File: config.mk
export PLATFORM = sky130hd
export DESIGN_NAME = aluUnit
export DESIGN_NICKNAME = d
export VERILOG_FILES = /design/src/design/aluPkg.sv /design/src/design/aluOperandLatch.sv /design/src/design/aluBarrelShifter.sv /design/src/design/aluArithLogic.sv /design/src/design/aluResultStage.sv /design/src/design/aluUnit.sv
export SDC_FILE = /design/constraint.sdc
export NUM_CORES = 1
export LEC_CHECK = 0
export BUFFER_PORTS_ARGS = -buffer_cell sky130_fd_sc_hd__buf_2
export CAP_MARGIN = 20
export CELL_PAD_IN_SITES_DETAIL_PLACEMENT = 0
export CELL_PAD_IN_SITES_GLOBAL_PLACEMENT = 2
export CORE_UTILIZATION = 38
export CTS_CLUSTER_SIZE = 14
export DETAILED_ROUTE_END_ITERATION = 10
export PLACE_DENSITY_LB_ADDON = 0.1
export SKIP_CTS_REPAIR_TIMING = 1
export SYNTH_ARGS = -nofsm -noshare
export SYNTH_HDL_FRONTEND = slang
export SYNTH_SLANG_ARGS = --single-unit
export TNS_END_PERCENT = 30
File: constraint.sdc
create_clock -name clk -period 4.1 [get_ports clk]
set_input_delay 0.205 -clock clk [delete_from_list [all_inputs] [get_ports clk]]
set_output_delay 0.205 -clock clk [all_outputs]
set_load 0.02 [all_outputs]
File: src/design/aluPkg.sv
/* ALU shared definitions
   opcode encoding and opcode width used on every opcode port */
`default_nettype none

package aluPkg;

  //////////////////////////////////////////////////////////////////////
  // opcode
  //////////////////////////////////////////////////////////////////////

  // width of the opcode field on ports
  localparam int opWidth = 3;

  // eight operations, encoded 0 to 7 in this order
  typedef enum logic [opWidth-1:0] {
    opAdd   = 3'd0,
    opSub   = 3'd1,
    opAnd   = 3'd2,
    opOr    = 3'd3,
    opXor   = 3'd4,
    // shift left, zeros filled in from the bottom
    opShl   = 3'd5,
    // rotate right, low bits wrap to the top
    opRor   = 3'd6,
    opPassB = 3'd7
  } aluOp_t;

endpackage

`default_nettype wire

File: src/design/aluOperandLatch.sv
/* ALU operand latch
   captures both operands and the opcode on a start strobe */
`timescale 1ns/10ps
`default_nettype none

module aluOperandLatch #(
  parameter int dataWidth = 8
) (
  input  wire                  clk,
  input  wire                  arstN,
  input  wire                  start,
  input  wire [dataWidth-1:0]  opA,
  input  wire [dataWidth-1:0]  opB,
  input  wire aluPkg::aluOp_t  opCode,
  output logic [dataWidth-1:0] latA,
  output logic [dataWidth-1:0] latB,
  output aluPkg::aluOp_t       latOp,
  output logic                 rotateRight,
  output logic                 latValid
);

  //////////////////////////////////////////////////////////////////////
  // control
  //////////////////////////////////////////////////////////////////////

  // one valid cycle per start, opcode and direction follow the strobe
  always_ff @(posedge clk or negedge arstN)
  begin
    if (!arstN)
    begin
      latValid    <= 1'b0;
      latOp       <= aluPkg::opAdd;
      rotateRight <= 1'b0;
    end
    else
    begin
      latValid <= start;
      if (start)
      begin
        latOp       <= opCode;
        rotateRight <= (opCode == aluPkg::opRor);
      end
    end
  end

  //////////////////////////////////////////////////////////////////////
  // operands
  //////////////////////////////////////////////////////////////////////

  // held until the next start
  always_ff @(posedge clk)
  begin
    if (start)
    begin
      latA <= opA;
      latB <= opB;
    end
  end

  // an unknown opcode on a start would poison the whole datapath
  opCodeKnown: assert property (
    @(posedge clk) disable iff (!arstN)
    start |-> !$isunknown(opCode)
  ) else $error("opcode unknown while start is high");

endmodule

`default_nettype wire

File: src/design/aluBarrelShifter.sv
/* ALU barrel shifter
   shift left or rotate right by a decoded amount, with carry out */
`timescale 1ns/10ps
`default_nettype none

module aluBarrelShifter #(
  parameter int dataWidth = 8,
  localparam int shiftW = $clog2(dataWidth)
) (
  input  wire [dataWidth-1:0]  shiftIn,
  input  wire [shiftW-1:0]     shiftAmount,
  input  wire                  rotateRight,
  output logic [dataWidth-1:0] shiftOut,
  output logic                 shiftCarry
);

  // one spare bit on top of the data keeps the carry
  logic [dataWidth:0]   netIn;
  logic [dataWidth:0]   netOut;
  logic [dataWidth:0]   oriented;
  logic [dataWidth-1:0] amountHot;
  // bits that fall off the bottom on rotate and come back at the top
  logic [dataWidth-1:0] wrapBits;

  function automatic logic [dataWidth:0] reverseBits(input logic [dataWidth:0] v);
    logic [dataWidth:0] r;
    for (int i = 0; i <= dataWidth; i++)
    begin
      r[i] = v[dataWidth-i];
    end
    return r;
  endfunction

  //////////////////////////////////////////////////////////////////////
  // amount decode
  //////////////////////////////////////////////////////////////////////

  always_comb
  begin
    for (int k = 0; k < dataWidth; k++)
    begin
      amountHot[k] = (shiftAmount == shiftW'(k));
    end
  end

  //////////////////////////////////////////////////////////////////////
  // shift network
  //////////////////////////////////////////////////////////////////////

  // rotate runs through the left network on the reversed operand
  assign netIn = rotateRight ? reverseBits({shiftIn, 1'b0}) : {1'b0, shiftIn};

  // OR of ANDs, bit j picks up bit j-k when amount is k
  always_comb
  begin
    for (int j = 0; j <= dataWidth; j++)
    begin
      netOut[j] = 1'b0;
      for (int k = 0; k < dataWidth; k++)
      begin
        if (k <= j)
          netOut[j] = netOut[j] | (netIn[j-k] & amountHot[k]);
      end
    end
  end

  // low bits of the operand reappear at the top on a rotate
  always_comb
  begin
    wrapBits = '0;
    for (int i = 0; i < dataWidth; i++)
    begin
      for (int k = 1; k < dataWidth; k++)
      begin
        if (i + k >= dataWidth)
          wrapBits[i] = wrapBits[i] | (shiftIn[i+k-dataWidth] & amountHot[k]);
      end
    end
  end

  //////////////////////////////////////////////////////////////////////
  // output
  //////////////////////////////////////////////////////////////////////

  assign oriented = rotateRight ? reverseBits(netOut) : netOut;

  // on rotate bit 0 of the oriented word is the last bit moved out
  assign shiftOut   = rotateRight ? (oriented[dataWidth:1] | wrapBits)
                                  : oriented[dataWidth-1:0];
  assign shiftCarry = rotateRight ? oriented[0] : oriented[dataWidth];

endmodule

`default_nettype wire

File: src/design/aluArithLogic.sv
/* ALU arithmetic and logic block
   add, subtract, bitwise ops and pass, with carry */
`timescale 1ns/10ps
`default_nettype none

module aluArithLogic #(
  parameter int dataWidth = 8
) (
  input  wire [dataWidth-1:0]  a,
  input  wire [dataWidth-1:0]  b,
  input  wire aluPkg::aluOp_t  op,
  output logic [dataWidth-1:0] arithOut,
  output logic                 arithCarry
);

  logic                 isSub;
  logic [dataWidth-1:0] bOperand;
  // one extra bit for the carry out
  logic [dataWidth:0]   sum;

  //////////////////////////////////////////////////////////////////////
  // adder
  //////////////////////////////////////////////////////////////////////

  assign isSub    = (op == aluPkg::opSub);
  // subtract as a + ~b + 1, carry set means no borrow
  assign bOperand = isSub ? ~b : b;
  assign sum      = {1'b0, a} + {1'b0, bOperand} + {{dataWidth{1'b0}}, isSub};

  //////////////////////////////////////////////////////////////////////
  // select
  //////////////////////////////////////////////////////////////////////

  always_comb
  begin
    arithOut   = '0;
    arithCarry = 1'b0;
    case (op)
      aluPkg::opAdd,
      aluPkg::opSub:
      begin
        arithOut   = sum[dataWidth-1:0];
        arithCarry = sum[dataWidth];
      end
      aluPkg::opAnd:
        arithOut = a & b;
      aluPkg::opOr:
        arithOut = a | b;
      aluPkg::opXor:
        arithOut = a ^ b;
      aluPkg::opPassB:
        arithOut = b;
      // shifts are taken from the shifter path
      default:
      begin
        arithOut   = '0;
        arithCarry = 1'b0;
      end
    endcase
  end

endmodule

`default_nettype wire

File: src/design/aluResultStage.sv
/* ALU result stage
   picks the result path, derives flags, registers them and pulses done */
`timescale 1ns/10ps
`default_nettype none

module aluResultStage #(
  parameter int dataWidth = 8
) (
  input  wire                  clk,
  input  wire                  arstN,
  input  wire                  stageValid,
  input  wire aluPkg::aluOp_t  op,
  input  wire [dataWidth-1:0]  shiftOut,
  input  wire                  shiftCarry,
  input  wire [dataWidth-1:0]  arithOut,
  input  wire                  arithCarry,
  output logic [dataWidth-1:0] result,
  output logic                 carry,
  output logic                 zero,
  output logic                 negative,
  output logic                 done
);

  logic                 useShift;
  logic [dataWidth-1:0] selResult;
  logic                 selCarry;

  //////////////////////////////////////////////////////////////////////
  // path select
  //////////////////////////////////////////////////////////////////////

  assign useShift  = (op == aluPkg::opShl) || (op == aluPkg::opRor);
  assign selResult = useShift ? shiftOut : arithOut;
  assign selCarry  = useShift ? shiftCarry : arithCarry;

  //////////////////////////////////////////////////////////////////////
  // output registers
  //////////////////////////////////////////////////////////////////////

  // result and flags hold until the next valid stage
  always_ff @(posedge clk or negedge arstN)
  begin
    if (!arstN)
    begin
      result   <= '0;
      carry    <= 1'b0;
      zero     <= 1'b0;
      negative <= 1'b0;
    end
    else if (stageValid)
    begin
      result   <= selResult;
      carry    <= selCarry;
      zero     <= (selResult == '0);
      negative <= selResult[dataWidth-1];
    end
  end

  always_ff @(posedge clk or negedge arstN)
  begin
    if (!arstN)
      done <= 1'b0;
    else
      done <= stageValid;
  end

  // a valid stage has to bring known opcode and data into the output registers
  resultKnown: assert property (
    @(posedge clk) disable iff (!arstN)
    stageValid |-> !$isunknown({op, selResult, selCarry})
  ) else $error("result path unknown while the stage is valid");

endmodule

`default_nettype wire

File: src/design/aluUnit.sv
/* ALU unit top level
   operand latch, shifter, arithmetic block and result stage */
`timescale 1ns/10ps
`default_nettype none

module aluUnit #(
  parameter int dataWidth = 8,
  localparam int shiftW = $clog2(dataWidth)
) (
  input  wire                  clk,
  input  wire                  arstN,
  input  wire                  start,
  input  wire [dataWidth-1:0]  opA,
  input  wire [dataWidth-1:0]  opB,
  input  wire aluPkg::aluOp_t  opCode,
  output logic [dataWidth-1:0] result,
  output logic                 carry,
  output logic                 zero,
  output logic                 negative,
  output logic                 done
);

  // latched stage
  logic [dataWidth-1:0] latA;
  logic [dataWidth-1:0] latB;
  aluPkg::aluOp_t       latOp;
  logic                 rotateRight;
  logic                 latValid;

  // processing results
  logic [dataWidth-1:0] shiftOut;
  logic                 shiftCarry;
  logic [dataWidth-1:0] arithOut;
  logic                 arithCarry;

  aluOperandLatch #(.dataWidth(dataWidth)) latch0 (
    .clk(clk), .arstN(arstN), .start(start),
    .opA(opA), .opB(opB), .opCode(opCode),
    .latA(latA), .latB(latB), .latOp(latOp),
    .rotateRight(rotateRight), .latValid(latValid)
  );

  // shift amount is the low bits of operand b
  aluBarrelShifter #(.dataWidth(dataWidth)) shifter0 (
    .shiftIn(latA), .shiftAmount(latB[shiftW-1:0]), .rotateRight(rotateRight),
    .shiftOut(shiftOut), .shiftCarry(shiftCarry)
  );

  aluArithLogic #(.dataWidth(dataWidth)) arith0 (
    .a(latA), .b(latB), .op(latOp),
    .arithOut(arithOut), .arithCarry(arithCarry)
  );

  aluResultStage #(.dataWidth(dataWidth)) result0 (
    .clk(clk), .arstN(arstN), .stageValid(latValid), .op(latOp),
    .shiftOut(shiftOut), .shiftCarry(shiftCarry),
    .arithOut(arithOut), .arithCarry(arithCarry),
    .result(result), .carry(carry), .zero(zero),
    .negative(negative), .done(done)
  );

endmodule

`default_nettype wire

; ---- Word-level counts from Yosys, hierarchy flattened
; Index checks and enable logic that the tools add are counted.
[classes]
add_sub_neg = 2
multipliers = 0
div = 0
n_lt_le_gt_ge = 0
eq_ne = 15
shifts = 0
muxes = 9
bitwise_logic = 133
reduce_logical = 5
[op_table]
columns = op, count
row1 = bitwise AND 1 bit, 71
row2 = bitwise OR 1 bit, 56
row3 = case mux 8 bit (5 select lines), 1
row4 = 2-to-1 mux 8 bit, 4
row5 = "== test 3 bit, second input constant", 9
row6 = bitwise OR 8 bit, 2
row7 = "== test 3 x 2 -> 1 bit, second input constant", 4
row8 = adder 8 x 8 -> 9 bit, 1
row9 = adder 9 x 1 -> 9 bit, 1
row10 = 2-to-1 mux 9 bit, 1
row11 = bitwise AND 8 bit, 1
row12 = zero test 8 bit, 1
row13 = NOT 8 bit, 1
row14 = XOR 8 bit, 1
row15 = "== test 3 x 1 -> 1 bit, second input constant", 2
row16 = zero test 3 bit, 2
row17 = 2-to-1 mux 1 bit, 3
row18 = OR reduction 2 bit, 1
row19 = "bitwise AND 1 bit, first input constant", 1
row20 = logical OR 1 bit, 1
[totals]
ff_bits = 33
latch_bits = 0
mem_bits_rw = 0
mem_bits_ro = 0
inputBits = 22
n_memories = 0

; ---- Longest topological paths before layout
[depth]
word_depth = 14
mapped_depth = 13

; ---- Modules after synthesis
; Synthesis repeated with hierarchy kept, for this count alone.
[unflattened]
cells_unflattened = 345
area_unflattened_um2 = 3231.8
[modules_own_cells]
columns = mod, instances, cells_each, area_each_um2, seq_area_each_um2
row1 = aluBarrelShifter, 1, 122, 1062.3, 0.0
row2 = aluArithLogic, 1, 134, 959.7, 0.0
row3 = aluOperandLatch, 1, 27, 656.9, 605.6
row4 = aluResultStage, 1, 62, 553.0, 275.3

; ---- Worst setup path before layout
; Ideal clock, no wire load.
[synth_path]
kind = reg-to-reg
startpoint = register latch0.latOp[2]
endpoint = register result0.zero
setup_ns = 0.095
arrival_time_ns = 3.269
slack_ns = 0.736
stages_incl_launch_ff = 14
n_path_buf = 2
synth_period_minus_slack_ns = 3.364
cell_sequence = dfrtp_1 > buf_2 > or2_2 > clkbuf_1 > nor2_1 > xnor2_1 > ha_1 > nor3_1 > a211oi_2 > a311oi_1 > mux2i_1 > a2111oi_1 > nand2_1 > o32ai_2
[synth_between]
elab_chain_cells = 7
word_cells_on_any_way = 16
[synth_lines]
columns = element, line_no
row1 = from (decl), aluOperandLatch.sv:17  ; output aluPkg::aluOp_t latOp,
row2 = from (signal assigned), aluOperandLatch.sv:32  ; latOp <= aluPkg::opAdd;
row3 = from (signal assigned), aluOperandLatch.sv:40  ; latOp <= opCode;
row4 = == test 3 x 1 -> 1 bit, "aluArithLogic.sv:25, aluArithLogic.sv:38"
row5 = 2-to-1 mux 8 bit, aluArithLogic.sv:27  ; assign bOperand = isSub ? ~b : b;
row6 = adder 8 x 8 -> 9 bit, aluArithLogic.sv:28  ; assign sum = {1'b0, a} + {1'b0, bOperand} + {{dataWidth{1'b0}}, isSub};
row7 = adder 9 x 1 -> 9 bit, aluArithLogic.sv:28
row8 = case mux 8 bit (5 select lines), aluArithLogic.sv:38  ; case (op)
row9 = 2-to-1 mux 8 bit *, aluResultStage.sv:33  ; assign selResult = useShift ? shiftOut : arithOut;
row10 = zero test 8 bit *, aluResultStage.sv:54  ; zero <= (selResult == '0);
row11 = to (signal assigned), aluResultStage.sv:54
row12 = to (decl), aluResultStage.sv:19  ; output logic zero,
; Mark *: on every way between the ends. The rest lies on a longest branch, timed or not.
; A chain may end at the register's enable or synchronous reset.

; ---- Final worst setup path
[layout_path]
startpoint = register latch0.latOp[1]
endpoint = register result0.zero
; Same word-level chain as after synthesis.

==> run metrics <==
Place WS=0.913 ns; total track usage=0.221; Hold Crit Start=opA[1]; crit path launch type=flop; Final min period=3.19 ns; Post-Route Setup TNS=0 ns; Tot Pwr=1230 µW; CTS Buffer Depth=2; CP arrival=3.39 ns; number of flops mapped to enable cells by yosys=16; M3 GR Usage=0.0340; final setup fails=0; Max Fclk=0.314 GHz; Leak=0.00142 µW; Syn Inst Count=318; xor/xnor share of the synthesized area=0.0371; root buffer cell=clkbuf_8; FFs w/ async S/R, synth=0.500; kind of critical path=flop to flop; post-synthesis simple-gate area fraction=0.129; fin nets=388; placed cell count=436; Crit path largest cell delay=0.48 ns; pwr dens=362 nW/µm²; row cnt=32; most used flip-flop cell after synthesis=edfxtp_1; max-slew violation count=0; largest family of logic cells by synthesized area=compound AO/OA/AOI/OAI gates; Worst EP required=4.30 ns; Flop pwr share=0.348; compound-cell area share of the yosys netlist=0.227; GR Util met1=0.312; Hold Crit Class=input pin to flop; Avg Inst Size Synth=9.64 µm²; global-route wire length before repair=14000 µm; crit path max-delay cell type=a2111oi_1; busiest layer in global routing=met2; total gr overflow=0; Worst-Margin Slew=0.614 ns; die height=91.8 µm; max-cap violations=0; die area=8430 µm²; IO buf count=33; hpwl dp=6290 µm; final clock skew=0.0129 ns; Clk network pwr share=0.233; DRC=0; Final period util=0.777; post-placement cell area=3290 µm²; Syn Std Cell Area=3070 µm²; Comb pwr share=0.419; P&R area growth vs syn=11.0%; synth unique cells=69; GPL Wtd Cong=0.837; Worst Path Buf+Inv=1; post-synthesis adder-cell area fraction=0.100; initial antenna violation count=0; Seq/Total Area, Yosys=0.287; Synth Warn #=0; CTS sink cnt=32; CTS Buf Count=5; largest net degree at the start of global routing=33; Clock Latency Late Sink=0.30 ns; Worst R2R Start=latch0.latOp[1]; Max Fanout on Critical Path=7; number of synthesized register bits=32; Die W=91.8 µm; Crit. End Element=flop; Slew headroom=0.589; worst setup margin=0.913 ns; I/O pin count=34; crit-path cells=or2_2 > nor2_1 > buf_4 > xnor2_1 > ha_1 > nor3_1 > a211oi_2 > a311oi_1 > mux2i_1 > a2111oi_1 > nand2_1 > o32ai_2; DR pass1 iterations=4; placeable core area=7770 µm²; drt wl/cell=19.8 µm; H-tree depth=2; Int Power=756 µW; TritonCTS clock tree=built; non-filler cells, final=445; post-synthesis mux area share=0.146; vias=2577; vias in the first global route=2468; NetSw=477 µW; routed wire length=8800 µm; initial core utilization=0.395; final instance area=3400 µm²; share of layout cells above drive strength 1=0.227; status=completed; diode count=0; RSZ-0062 raised after global routing=no; maximum vdd drop=204 µV; critical path startpoint=latch0.latOp[1]; Switching Share=0.387; met2 Use GR=0.344; final hold vios=0; Starting DRT DRC Count=196; clk slew on worst S/H paths=0.08 ns; delay-heaviest family, CP=compound AO/OA/AOI/OAI gates; Vias/cell=5.79; antenna viol nets, final=0; Post-Syn Nets=364
[final cells by class]
type,count,area [µm²]
Multi-Input combinational cell,237,1960
Fill cell,767,4360
Clock buffer,7,97.6
Inverter,23,86.3
Sequential cell,32,881
Timing Repair Buffer,43,243
Tap cell,102,128
Clock inverter,1,5.00
[cells by family (layout without fill, tap and decap cells)]
kind of cell / after synthesis / in the layout
AND/OR/NAND/NOR: 77 / 77
buffers and inverters: 49 / 74
AO/OA/AOI/OAI: 92 / 92
flip-flops: 32 / 32
adder cells (fa/ha/maj): 24 / 24
XOR/XNOR: 13 / 13
multiplexers: 31 / 31
[cell usage after synthesis (all sizes together), types with 3 or more instances]
| cell | n | share of area |
|---|---|---|
| ha | 23 | 0.094 |
| inv | 22 | 0.027 |
| nand2 | 21 | 0.026 |
| nor2 | 19 | 0.023 |
| buf | 18 | 0.034 |
| a21oi | 17 | 0.028 |
| dfrtp | 16 | 0.13 |
| edfxtp | 16 | 0.16 |
| mux2i | 13 | 0.042 |
| o21ai | 13 | 0.022 |
| mux2 | 9 | 0.035 |
| mux4 | 9 | 0.069 |
| xnor2 | 9 | 0.026 |
| a22oi | 8 | 0.021 |
| clkbuf | 8 | 0.010 |
| a221oi | 6 | 0.019 |
| nor3 | 6 | 0.0098 |
| a221o | 5 | 0.016 |
| nand2b | 5 | 0.010 |
| nor2b | 5 | 0.010 |
| o211ai | 5 | 0.012 |
| nand3 | 4 | 0.0082 |
| o221ai | 4 | 0.011 |
| o22a | 4 | 0.011 |
| xor2 | 4 | 0.011 |
| a211oi | 3 | 0.011 |
| a31oi | 3 | 0.0061 |
| nand3b | 3 | 0.0073 |
| nor4 | 3 | 0.0082 |
| o21a | 3 | 0.0073 |
| o22ai | 3 | 0.0061 |
[flip-flops by register name (all words and copies together), names as in the netlist, 3 cells and up]
register        flops
result0.result      7
latch0.latA         8
latch0.latOp        3
latch0.latB         8
[through the flow]
stage	util	hold WS, ns
3_5_place_dp	0.424	0.161
4_1_cts	0.437	-0.166
5_1_grt	0.438	0.0619
3_3_place_gp	0.424	0.150
2_1_floorplan	-	-0.0906
6_report	0.438	0.0743
[cells in the final DEF (no fill, tap or decap), types with 3 or more instances in the layout]
master / n
nor2b_1: 5
edfxtp_1: 16
nor3_1: 6
nand3b_1: 3
o22ai_1: 3
buf_4: 9
a221oi_1: 5
dfrtp_1: 16
inv_1: 20
o21a_1: 3
o21ai_0: 12
a21oi_1: 17
nand3_1: 3
nand2_1: 21
a221o_1: 5
xnor2_1: 9
xor2_1: 4
o221ai_1: 4
o22a_1: 4
clkbuf_8: 5
buf_2: 33
nor2_1: 19
a22oi_1: 7
ha_1: 23
a31oi_1: 3
mux2i_1: 13
mux2_2: 5
o211ai_1: 5
mux4_2: 7
nand2b_1: 5
[routing by layer]
layer	vias up	share of wire
met5	-	0
met4	0	0.015
met3	9	0.048
met2	80	0.47
met1	1249	0.47
li1	1239	-
[power by group through the flow]
stage	combinational [µW]	clock, µW	sequential [µW]
3_5_place_dp	513	0	437
6_report	517	288	429
5_1_grt	566	308	437
3_3_place_gp	517	0	436
2_1_floorplan	357	0	447
4_1_cts	515	299	430
[worst paths after layout]
check | end | slack, ns | depth (start not counted)
max in group asynchronous | latch0.rotateRight | 3.44 | 2
hold / removal | latch0.latA[1] | 0.07 | 1
setup reg to reg | result0.zero | 0.91 | 12
hold reg to reg | result0.carry | 0.50 | 1
min in group asynchronous | result0.result[2] | 0.36 | 2
setup / recovery | result0.zero | 0.91 | 12
Power figures use the tool's default switching activity.
